### src/common/sparse_feeder_macros.svh
`ifndef SPARSE_FEEDER_MACROS_SVH
`define SPARSE_FEEDER_MACROS_SVH

// ------------------------------------------------------------
// datapath sizes
// ------------------------------------------------------------

// pixel and weight width
`define SF_PIX_WIDTH 8

// taps in one 3x3 kernel
`define SF_KERNEL_SIZE 9

// tap position 0..8 and also a count of 0..9
`define SF_POS_WIDTH 4

// ------------------------------------------------------------
// store depths
// ------------------------------------------------------------

// 16 jobs in the flag and activation stores
`define SF_FLAG_ADDR_WIDTH 4

// 256 packed nonzero weights
`define SF_WEI_ADDR_WIDTH 8

`endif
### src/common/sparse_feeder_pkg.sv
`include "sparse_feeder_macros.svh"

package sparse_feeder_pkg;

  typedef logic [`SF_PIX_WIDTH-1:0]   pix_t;
  typedef logic [`SF_KERNEL_SIZE-1:0] flag_mask_t;  // bit p set -> tap p nonzero
  typedef logic [`SF_POS_WIDTH-1:0]   pos_t;
  typedef logic [`SF_POS_WIDTH-1:0]   count_t;      // nonzero taps 0..9

  // one 3x3 pixel block, tap 0 in the low byte
  typedef pix_t [`SF_KERNEL_SIZE-1:0] act_block_t;

  // ------------------------------------------------------------
  // write strobes with sequential addressing
  // ------------------------------------------------------------
  typedef struct packed {
    logic       valid;
    flag_mask_t mask;
  } flag_wr_t;

  typedef struct packed {
    logic valid;
    pix_t data;
  } wei_wr_t;

  typedef struct packed {
    logic       valid;
    act_block_t block;
  } act_wr_t;

  // one output beat
  typedef struct packed {
    pix_t weight;
    pix_t act;
    pos_t pos;   // kernel tap of this pair
  } beat_t;

endpackage

### src/sparse_feeder.sv
`timescale 1ns/100ps

module sparse_feeder (
  input  logic                        clk,
  input  logic                        reset,
  input  sparse_feeder_pkg::flag_wr_t flag_wr_i,
  input  sparse_feeder_pkg::wei_wr_t  wei_wr_i,
  input  sparse_feeder_pkg::act_wr_t  act_wr_i,
  input  logic                        start_i,
  output sparse_feeder_pkg::beat_t    beat_o,
  output logic                        valid_o,
  output logic                        done_o,
  output logic                        busy_o,
  output sparse_feeder_pkg::count_t   nz_count_o,
  output logic                        zero_o
);

  import sparse_feeder_pkg::*;

  logic       job_rd;
  logic       scan_load;
  logic       take;
  logic       last;
  pos_t       scan_pos;
  pos_t       beat_pos;
  count_t     scan_count;
  flag_mask_t mask;
  pix_t       weight;
  pix_t       act;

  weight_store u_weight_store (
    .clk       (clk),
    .reset     (reset),
    .flag_wr_i (flag_wr_i),
    .wei_wr_i  (wei_wr_i),
    .job_rd_i  (job_rd),
    .take_i    (take),
    .mask_o    (mask),
    .weight_o  (weight)
  );

  act_store u_act_store (
    .clk      (clk),
    .reset    (reset),
    .act_wr_i (act_wr_i),
    .job_rd_i (job_rd),
    .take_i   (take),
    .pos_i    (scan_pos),
    .act_o    (act)
  );

  flag_scanner u_flag_scanner (
    .clk        (clk),
    .reset      (reset),
    .load_i     (scan_load),
    .mask_i     (mask),
    .take_o     (take),
    .pos_o      (scan_pos),
    .last_o     (last),
    .nz_count_o (scan_count)
  );

  feed_ctrl u_feed_ctrl (
    .clk         (clk),
    .reset       (reset),
    .start_i     (start_i),
    .take_i      (take),
    .last_i      (last),
    .nz_count_i  (scan_count),
    .job_rd_o    (job_rd),
    .scan_load_o (scan_load),
    .busy_o      (busy_o),
    .valid_o     (valid_o),
    .done_o      (done_o),
    .nz_count_o  (nz_count_o),
    .zero_o      (zero_o)
  );

  // tap position delayed like the store reads
  always_ff @(posedge clk) begin
    if (take) begin
      beat_pos <= scan_pos;
    end
  end

  assign beat_o = '{weight: weight, act: act, pos: beat_pos};

endmodule

### src/feed_ctrl.sv
`timescale 1ns/100ps

module feed_ctrl (
  input  logic                      clk,
  input  logic                      reset,
  input  logic                      start_i,
  input  logic                      take_i,
  input  logic                      last_i,
  input  sparse_feeder_pkg::count_t nz_count_i,
  output logic                      job_rd_o,
  output logic                      scan_load_o,
  output logic                      busy_o,
  output logic                      valid_o,
  output logic                      done_o,
  output sparse_feeder_pkg::count_t nz_count_o,
  output logic                      zero_o
);

  import sparse_feeder_pkg::*;

  typedef enum logic [2:0] {
    ST_IDLE,
    ST_READ,   // flag word and block read
    ST_LOAD,   // scanner takes the mask
    ST_SCAN,   // one beat per set bit
    ST_DRAIN   // last beat on the outputs
  } state_t;

  state_t state;
  logic   zero_job;

  // a loaded mask with no set bits ends the job right away
  assign zero_job = (state == ST_SCAN) && (nz_count_i == '0);

  // ------------------------------------------------------------
  // job FSM
  // ------------------------------------------------------------
  always_ff @(posedge clk or negedge reset) begin
    if (!reset) begin
      state <= ST_IDLE;
    end else begin
      case (state)
        ST_IDLE:  if (start_i) state <= ST_READ;  // start ignored while busy
        ST_READ:  state <= ST_LOAD;
        ST_LOAD:  state <= ST_SCAN;
        ST_SCAN: begin
          if (zero_job) state <= ST_IDLE;
          else if (take_i && last_i) state <= ST_DRAIN;
        end
        ST_DRAIN: state <= ST_IDLE;
        default:  state <= ST_IDLE;
      endcase
    end
  end

  assign job_rd_o    = (state == ST_READ);
  assign scan_load_o = (state == ST_LOAD);
  assign busy_o      = (state != ST_IDLE);

  // valid lines up with the registered store outputs
  always_ff @(posedge clk or negedge reset) begin
    if (!reset) begin
      valid_o    <= 1'b0;
      done_o     <= 1'b0;
      zero_o     <= 1'b0;
      nz_count_o <= '0;
    end else begin
      valid_o <= take_i;
      done_o  <= (state == ST_DRAIN) || zero_job;
      zero_o  <= zero_job;
      if ((state == ST_DRAIN) || zero_job) begin
        nz_count_o <= nz_count_i;  // held through done
      end
    end
  end

endmodule

### src/sparsity/flag_scanner.sv
`timescale 1ns/100ps
`include "sparse_feeder_macros.svh"

module flag_scanner (
  input  logic                          clk,
  input  logic                          reset,
  input  logic                          load_i,
  input  sparse_feeder_pkg::flag_mask_t mask_i,
  output logic                          take_o,
  output sparse_feeder_pkg::pos_t       pos_o,
  output logic                          last_o,
  output sparse_feeder_pkg::count_t     nz_count_o
);

  import sparse_feeder_pkg::*;

  flag_mask_t mask_q;    // taps still to emit
  flag_mask_t low_bit;
  flag_mask_t rest;
  count_t     ones;

  // ------------------------------------------------------------
  // lowest set bit
  // ------------------------------------------------------------
  assign low_bit = mask_q & (~mask_q + 1'b1);  // isolate lowest one
  assign rest    = mask_q & (mask_q - 1'b1);   // mask with it cleared

  always_comb begin
    pos_o = '0;
    for (int i = 0; i < `SF_KERNEL_SIZE; i++) begin
      if (low_bit[i]) pos_o = pos_t'(i);
    end
  end

  // popcount of the incoming mask
  always_comb begin
    ones = '0;
    for (int i = 0; i < `SF_KERNEL_SIZE; i++) begin
      ones = ones + count_t'(mask_i[i]);
    end
  end

  assign take_o = (mask_q != '0);
  assign last_o = take_o && (rest == '0);

  always_ff @(posedge clk or negedge reset) begin
    if (!reset) begin
      mask_q     <= '0;
      nz_count_o <= '0;
    end else if (load_i) begin
      mask_q     <= mask_i;
      nz_count_o <= ones;
    end else if (take_o) begin
      mask_q <= rest;  // one tap per cycle
    end
  end

endmodule

### src/storage/act_store.sv
`timescale 1ns/100ps
`include "sparse_feeder_macros.svh"

module act_store (
  input  logic                       clk,
  input  logic                       reset,
  input  sparse_feeder_pkg::act_wr_t act_wr_i,
  input  logic                       job_rd_i,
  input  logic                       take_i,
  input  sparse_feeder_pkg::pos_t    pos_i,
  output sparse_feeder_pkg::pix_t    act_o
);

  import sparse_feeder_pkg::*;

  logic [`SF_FLAG_ADDR_WIDTH-1:0] wr_ptr;
  logic [`SF_FLAG_ADDR_WIDTH-1:0] rd_ptr;
  act_block_t                     block;
  pos_t                           pos_q;

  // ------------------------------------------------------------
  // block pointers for one block per job
  // ------------------------------------------------------------
  always_ff @(posedge clk or negedge reset) begin
    if (!reset) begin
      wr_ptr <= '0;
      rd_ptr <= '0;
    end else begin
      if (act_wr_i.valid) wr_ptr <= wr_ptr + 1'b1;
      if (job_rd_i)       rd_ptr <= rd_ptr + 1'b1;
    end
  end

  // whole 3x3 block in one wide word
  sp_ram #(
    .DATA_WIDTH ($bits(act_block_t)),
    .ADDR_WIDTH (`SF_FLAG_ADDR_WIDTH)
  ) u_act_ram (
    .clk       (clk),
    .reset     (reset),
    .wr_en_i   (act_wr_i.valid),
    .wr_addr_i (wr_ptr),
    .wr_data_i (act_wr_i.block),
    .rd_en_i   (job_rd_i),
    .rd_addr_i (rd_ptr),
    .rd_data_o (block)
  );

  // position follows the weight read by one cycle
  always_ff @(posedge clk) begin
    if (take_i) begin
      pos_q <= pos_i;
    end
  end

  assign act_o = block[pos_q];  // block held until next job read

endmodule

### src/storage/weight_store.sv
`timescale 1ns/100ps
`include "sparse_feeder_macros.svh"

module weight_store (
  input  logic                          clk,
  input  logic                          reset,
  input  sparse_feeder_pkg::flag_wr_t   flag_wr_i,
  input  sparse_feeder_pkg::wei_wr_t    wei_wr_i,
  input  logic                          job_rd_i,
  input  logic                          take_i,
  output sparse_feeder_pkg::flag_mask_t mask_o,
  output sparse_feeder_pkg::pix_t       weight_o
);

  import sparse_feeder_pkg::*;

  logic [`SF_FLAG_ADDR_WIDTH-1:0] flag_wr_addr;
  logic [`SF_FLAG_ADDR_WIDTH-1:0] job_ptr;
  logic [`SF_WEI_ADDR_WIDTH-1:0]  wei_wr_addr;
  logic [`SF_WEI_ADDR_WIDTH-1:0]  wei_rd_addr;

  // ------------------------------------------------------------
  // address counters
  // ------------------------------------------------------------
  always_ff @(posedge clk or negedge reset) begin
    if (!reset) begin
      flag_wr_addr <= '0;
      job_ptr      <= '0;
      wei_wr_addr  <= '0;
      wei_rd_addr  <= '0;
    end else begin
      if (flag_wr_i.valid) flag_wr_addr <= flag_wr_addr + 1'b1;
      if (job_rd_i)        job_ptr      <= job_ptr + 1'b1;
      if (wei_wr_i.valid)  wei_wr_addr  <= wei_wr_addr + 1'b1;
      // one step per beat and carried across jobs
      if (take_i)          wei_rd_addr  <= wei_rd_addr + 1'b1;
    end
  end

  sp_ram #(
    .DATA_WIDTH ($bits(flag_mask_t)),
    .ADDR_WIDTH (`SF_FLAG_ADDR_WIDTH)
  ) u_flag_ram (
    .clk       (clk),
    .reset     (reset),
    .wr_en_i   (flag_wr_i.valid),
    .wr_addr_i (flag_wr_addr),
    .wr_data_i (flag_wr_i.mask),
    .rd_en_i   (job_rd_i),
    .rd_addr_i (job_ptr),
    .rd_data_o (mask_o)
  );

  sp_ram #(
    .DATA_WIDTH ($bits(pix_t)),
    .ADDR_WIDTH (`SF_WEI_ADDR_WIDTH)
  ) u_wei_ram (
    .clk       (clk),
    .reset     (reset),
    .wr_en_i   (wei_wr_i.valid),
    .wr_addr_i (wei_wr_addr),
    .wr_data_i (wei_wr_i.data),
    .rd_en_i   (take_i),     // nonzero weights only
    .rd_addr_i (wei_rd_addr),
    .rd_data_o (weight_o)
  );

endmodule

### src/storage/sp_ram.sv
`timescale 1ns/100ps

module sp_ram #(
  parameter int DATA_WIDTH = 8,
  parameter int ADDR_WIDTH = 4
) (
  input  logic                  clk,
  input  logic                  reset,
  input  logic                  wr_en_i,
  input  logic [ADDR_WIDTH-1:0] wr_addr_i,
  input  logic [DATA_WIDTH-1:0] wr_data_i,
  input  logic                  rd_en_i,
  input  logic [ADDR_WIDTH-1:0] rd_addr_i,
  output logic [DATA_WIDTH-1:0] rd_data_o
);

  logic [DATA_WIDTH-1:0] mem [2**ADDR_WIDTH];

  always_ff @(posedge clk) begin
    if (wr_en_i) begin
      mem[wr_addr_i] <= wr_data_i;
    end
  end

  // registered read that holds between strobes
  always_ff @(posedge clk or negedge reset) begin
    if (!reset) begin
      rd_data_o <= '0;
    end else if (rd_en_i) begin
      rd_data_o <= mem[rd_addr_i];
    end
  end

endmodule

### config.mk
export PLATFORM = sky130hd
export DESIGN_NAME = sparse_feeder
export DESIGN_NICKNAME = d
export VERILOG_FILES = /design/src/common/sparse_feeder_pkg.sv /design/src/sparse_feeder.sv /design/src/feed_ctrl.sv /design/src/sparsity/flag_scanner.sv /design/src/storage/act_store.sv /design/src/storage/weight_store.sv /design/src/storage/sp_ram.sv
export VERILOG_INCLUDE_DIRS = /design/src /design/src/common
export SDC_FILE = /design/constraint.sdc
export NUM_CORES = 2
export LEC_CHECK = 0
export BUFFER_PORTS_ARGS = -buffer_cell sky130_fd_sc_hd__buf_2
export CAP_MARGIN = 20
export CORE_MARGIN = 4
export CORE_UTILIZATION = 30
export CTS_CLUSTER_SIZE = 16
export DETAILED_ROUTE_END_ITERATION = 8
export GPL_TIMING_DRIVEN = 0
export PLACE_DENSITY = 0.46
export SETUP_SLACK_MARGIN = 0.5
export SYNTH_ARGS = -nofsm -noshare
export SYNTH_HDL_FRONTEND = slang
export SYNTH_HIERARCHICAL = 1
export SYNTH_SLANG_ARGS = --single-unit
### constraint.sdc
create_clock -name clk -period 6.9 [get_ports clk]
set_input_delay 1.38 -clock clk [delete_from_list [all_inputs] [get_ports clk]]
set_output_delay 1.38 -clock clk [all_outputs]
set_load 0.03 [all_outputs]
## Word level (Yosys, flattened, before mapping)

Memories as Yosys holds them, arrays and structs flattened. A register that Yosys moved wholly into a read port is not among the register bits.
Cells that the tools add are included.
W data, S select, Z words.

- RAM bits: 3344
- Register bits: 59
- Memories kept: 3
- Logic and storage cells: 78
- Bits of input ports: 95
- Output and inout port bits: 28

Memory list:

| memory | words | bits a word | rd ports | clocked after memory_dff | wr ports | RTL line | RTL |
|---|---|---|---|---|---|---|---|
| u_weight_store.u_wei_ram.mem | 256 | 8 | 1 | 1 | 1 | sp_ram.sv:17 | `logic [DATA_WIDTH-1:0] mem [2**ADDR_WIDTH];` |
| u_act_store.u_act_ram.mem | 16 | 72 | 1 | 1 | 1 | sp_ram.sv:17 |  |
| u_weight_store.u_flag_ram.mem | 16 | 9 | 1 | 1 | 1 | sp_ram.sv:17 |  |

- Equal/unequal tests: 6
- Add/sub/neg operators: 16
- Order comparisons: 1
- Multiplexer cells: 21
- Reduce and logical (&&, ||, !) cells: 14
- Bitwise operators: 3

Operators by type and width:

| cell | count |
|---|---|
| $bmux W8 S4 | 1 |
| $add A4 B1 Y4 | 7 |
| $mux W4 | 6 |
| $and A9 B9 Y9 | 2 |
| $mux W9 | 2 |
| $add A4 B1 Y4 const B | 4 |
| $add A8 B1 Y8 const B | 2 |
| $pmux W3 S4 | 1 |
| $add A9 B1 Y9 const B | 1 |
| $logic_not A9 Y1 | 1 |
| $mux W3 | 3 |
| $not A9 Y9 | 1 |
| $reduce_bool A9 Y1 | 1 |
| $sub A9 B1 Y9 const B | 1 |
| $mux W8 | 1 |
| $mux W1 | 7 |
| $eq A3 B2 Y1 const B | 2 |
| $lt A4 B5 Y1 const B | 1 |
| $logic_not A4 Y1 | 1 |
| $eq A3 B1 Y1 const B | 1 |
| $eq A3 B3 Y1 const B | 1 |
| $logic_and A1 B1 Y1 | 3 |
| $logic_not A1 Y1 | 3 |
| $logic_not A3 Y1 | 1 |
| 7 further kinds | 7 |

## Depth between registers and ports, before layout

- Depth in word-level cells: 10
- Depth in mapped cells: 13
- Depth with buffers taken out: 9

## Hierarchy

The synthesis kept the hierarchy.

Modules (own cells, without submodules):

| module | cells an instance | seq. area each (um2) | times used | area an instance (um2) |
|---|---|---|---|---|
| sp_ram (u_weight_store.u_wei_ram) | 3816 | 61699.2 | 1 | 79961.7 |
| sp_ram (u_act_store.u_act_ram) | 1938 | 36394.9 | 1 | 46250.6 |
| sp_ram (u_weight_store.u_flag_ram) | 265 | 4549.4 | 1 | 5989.5 |
| act_store | 92 | 320.3 | 1 | 1079.8 |
| weight_store | 74 | 600.6 | 1 | 983.4 |
| flag_scanner | 104 | 325.3 | 1 | 909.6 |
| feed_ctrl | 41 | 250.2 | 1 | 430.4 |
| sparse_feeder | 4 | 120.1 | 1 | 120.1 |

## Least setup slack after synthesis

OpenSTA, ideal clock, no wires.

- Path type: input port to flip-flop
- Start: input act_wr_i[72] (netlist bit)
- End: memory u_act_store/u_act_ram/mem[0][0] (netlist bit) (enable)
- Data required time: 6.310 ns
- Arrival time: 6.754 ns
- Library setup time: 0.590 ns
- Stages: 2
- Path buffers: 0
- Setup slack: -0.444 ns
- Cells stage by stage: or3b_2 > nor3_1

- Cells in the longest elaborated chain, start to end: 2

Ends and longest elaborated chain:

| item | RTL line | RTL |
|---|---|---|
| from (decl) | sparse_feeder.sv:8 | `input sparse_feeder_pkg::act_wr_t act_wr_i,` |
| $mux W1 | sp_ram.sv:20 | `if (wr_en_i) begin` |
| $mux W1 (implied by the code) | sp_ram.sv:21 | `mem[wr_addr_i] <= wr_data_i;` |
| to (decl) | sp_ram.sv:17 |  |

Every way passes these cells.

==> impl_metrics.py <==
metrics = {
    "synthesis": {
        "synth_top_flop_cell": "edfxtp_1",
        "synth_seq_cells": 3496,
        "synth_edf_count": 3352,
        "yosysWarnings": 6,
        "synth_cells": 6334,
        "ys_types": 80,
        "synth_nets": 6442,
        "synth_area_mm2": 0.136,
        "yosysSeqAreaShare_pct": 76.8,
        "synthArstFlopShare_pct": 4.12,
        "syn_avg_cell_area_um2": 21.4,
    },
    "floorplan": {
        "dieArea_mm2": 0.463,
        "fp.coreArea_mm2": 0.450,
        "io_pins": 123,
        "die_h_um": 681,
        "num_rows": 246,
        "die_w_um": 681,
        "initial_core_util_pct": 30.2,
    },
    "sta": {
        "clock_skew_ns": 0.0967,
        "slew_headroom_pct": 6.81,
        "post-route-period-util_pct": 93.5,
        "fin_ws_ns": 0.447,
        "max_freq_mhz": 155,
        "rsz0062_at_grt": "false",
        "fin_crit_ns": 6.45,
        "hold_slack_ns": 0.317,
        "hold_viol": 0,
        "setup_violations": 0,
        "slew_viol_final": 0,
        "worst_pin_slew_ns": 1.39,
    },
    "final_layout": {
        "syn_to_final_growth_pct": 17.1,
        "final_cell_mix": "edfxtp_1 (3,352), mux4_2 (717), nor2_1 (412)",
        "regArea_mm2": 0.104,
        "fin_nets": 7080,
        "stdcell_count": 13300,
        "fillers": 41700,
        "layout_commonest_cell": "edfxtp_1",
        "drive_gt1_share_pct": 26.1,
        "multi_input_area_mm2": 0.0290,
    },
    "route": {
        "avgRoutedWirePerCell_um": 37.6,
        "ant_nets": 0,
        "drtIter0Drc": 9914,
        "dr.pass1.iters": 6,
        "drc": 0,
        "routed_wl_um": 499000,
        "vias": 72700,
        "viasPerCell": 5.48,
    },
    "cts": {
        "cts_buffers": 383,
        "clk-insertion-delay-late_ns": 0.97,
        "htree_levels": 5,
        "cts.sinks": 3496,
        "root_buffer": "clkbuf_16",
        "clockBufferDepth": 4,
        "cts_hold_buf": 0,
        "cts_setup_buffers": 0,
        "clk_pin_slew_ns": 0.06,
        "cts_resized": 0,
        "cts_tree": "yes",
    },
    "global_route": {
        "grt.total_usage_pct": 21.1,
        "grt_overflow_total": 0,
        "antenna_found_initial": 64,
        "grt_max_degree": 150,
        "grt_pass1_wl_um": 659000,
        "grt_pass1_vias": 71500,
    },
    "placement": {
        "port_buffers": 122,
        "preCtsSetupSlack_ns": 0.659,
        "gp_congestion": 0.953,
        "dp_hpwl_um": 326000,
        "dp.cells": 12500,
    },
    "setup_path": {
        "worst_path_most_repeated_cell": "buf_2",
        "start_kind": "flop",
        "cp_data_arrival_time_ns": 7.25,
        "cp_max_fo": 11,
        "startpoint": "u_weight_store/wei_rd_addr[1]$_DFFE_PN0P_",
        "crit_buf_inv": 6,
        "path_class": "reg -> reg",
        "critPathCaptureType": "flop",
        "cpMaxStageDelayCell": "buf_2",
        "critPathTopFamily": "buffers and inverters",
        "cp_cell_sequence": "buf_4, buf_2, buf_2, buf_2, buf_2, mux2i_1, o211ai_1, nor2_1, o221ai_1, buf_6, nand4_1, nand3_1",
        "rr_startpoint": "u_weight_store/wei_rd_addr[1]$_DFFE_PN0P_",
        "worstPathRequired_ns": 7.70,
        "slowest_delay_ns": 0.86,
    },
    "status": {
        "outcome": "finished, final reports clean",
    },
    "pwr": {
        "ir_drop_mv": 0.308,
        "cellPowerDensity_mw_per_mm2": 443,
        "leakagePower_uw": 0.0502,
    },
    "flow_run": {
        "cap_violations": 0,
    },
    "min_path": {
        "hp-class": "in -> async",
    },
}
-- final timing paths --
kind | end | slack (ns) | depth (start not counted)
max | u_weight_store/u_wei_ram/rd_data_o[3]$_DFFE_PN0P_ | 0.45 | 12
min | u_act_store/u_act_ram/rd_data_o[1]$_DFFE_PN0P_ | 0.32 | 1
max reg2reg | u_weight_store/u_wei_ram/rd_data_o[3]$_DFFE_PN0P_ | 0.45 | 12
min reg2reg | u_act_store/rd_ptr[3]$_DFFE_PN0P_ | 0.51 | 1
max in group asynchronous | u_weight_store/u_wei_ram/rd_data_o[6]$_DFFE_PN0P_ | 5.33 | 3
min in group clk | u_act_store/rd_ptr[3]$_DFFE_PN0P_ | 0.51 | 1
-- sequential cells by signal (all words and copies together), names as in the netlist, 3 cells and up --
signal                               count
u_weight_store/wei_rd_addr               8
u_act_store/rd_ptr                       4
u_act_store/wr_ptr                       4
u_feed_ctrl/nz_count_o                   4
u_weight_store/u_wei_ram/mem          2048
u_act_store/u_act_ram/mem             1152
beat_pos                                 4
u_weight_store/flag_wr_addr              4
u_flag_scanner/mask_q                    9
u_weight_store/u_flag_ram/mem          144
u_feed_ctrl/state                        3
u_act_store/pos_q                        4
u_weight_store/wei_wr_addr               8
u_flag_scanner/nz_count_o                4
u_weight_store/u_wei_ram/rd_data_o       8
u_weight_store/u_flag_ram/rd_data_o      9
u_act_store/u_act_ram/rd_data_o         72
u_weight_store/job_ptr                   4
-- routing by layer --
metal	vias to the layer above	track usage, %	wire length [µm]
li1	28000	-	-
met1	39900	27.2	193000
met2	3779	33.3	232000
met3	958	4.95	45100
met4	28	10.5	28900
met5	-	0	155
-- area by class of cell --
cell class / instances / area share, %
Sequential cell: 3496 / 65.6
Multi-Input combinational cell: 2436 / 18.2
Clock buffer: 505 / 6.52
Tap cell: 5952 / 4.68
Timing Repair Buffer: 253 / 2.09
Buffer: 375 / 1.62
Clock inverter: 205 / 1.16
Inverter: 27 / 0.0637
Antenna cell: 21 / 0.0331
-- worst reg2reg max path: cells and delay by family, from the launching register on --
family,cells,cell delay (ns)
buffers and inverters,6,3.69
AOI/OAI and AO/OA,2,0.83
and+or+nand+nor,3,0.69
muxes,1,0.58
DFF,1,0.49
-- power breakdown --
part | switching (µW) | internal [µW] | total, µW
Clock | 8610 | 11400 | 20000
Sequential | 752 | 24700 | 25400
Combinational | 16900 | 8080 | 25000
Total | 26300 | 44200 | 70500
-- stage by stage --
step | setup TNS [ns] | power [µW] | utilization [%] | instance area, µm²
global route | 0 | 72200 | 35.3 | 159000
finish | 0 | 70500 | 35.4 | 159000
floorplan | 0 | 37900 | - | 136000
global placement | -3376.25 | 50000 | 32.0 | 144000
CTS | 0 | 70700 | 35.3 | 159000
detailed placement | 0 | 50600 | 32.6 | 147000
-- synthesized netlist by cell type (13+ instances only) --
master	number	area, µm²
nand3_1	53	265
clkbuf_1	125	469
a22oi_1	54	405
a22o_1	13	114
a221oi_2	47	706
dfrtp_1	144	3600
mux2i_1	256	2560
a31oi_1	13	81.3
a221oi_1	50	438
inv_1	25	93.8
mux2_2	35	394
o221ai_1	33	289
o31ai_1	15	113
nor2b_1	13	81.3
nand4_1	34	213
nand2_1	115	432
o22ai_1	166	1040
mux4_1	60	1580
buf_2	101	505
nor2_1	426	1600
o21ai_0	34	170
a21oi_1	43	215
and2_1	13	81.3
a211oi_1	25	188
buf_6	75	845
a2111oi_0	14	123
mux4_2	717	16100
nand2b_1	16	100
xnor2_1	17	149
edfxtp_1	3352	101000
buf_4	40	300
nor3_1	55	275
-- kinds of logic (layout without fill, tap and decap cells) --
family / Yosys count / after routing / synth area share [%]
DFF: 3496 / 3496 / 76.8
AOI/OAI and AO/OA: 549 / 549 / 3.12
muxes: 1069 / 1069 / 15.2
adders and majority gates: 14 / 14 / 0.155
buffers and inverters: 402 / 1365 / 1.95
and+or+nand+nor: 777 / 777 / 2.55
xor gates and xnor gates: 27 / 27 / 0.174
other: 0 / 21 / 0
Note: power is estimated with default switching activity, not from simulation.
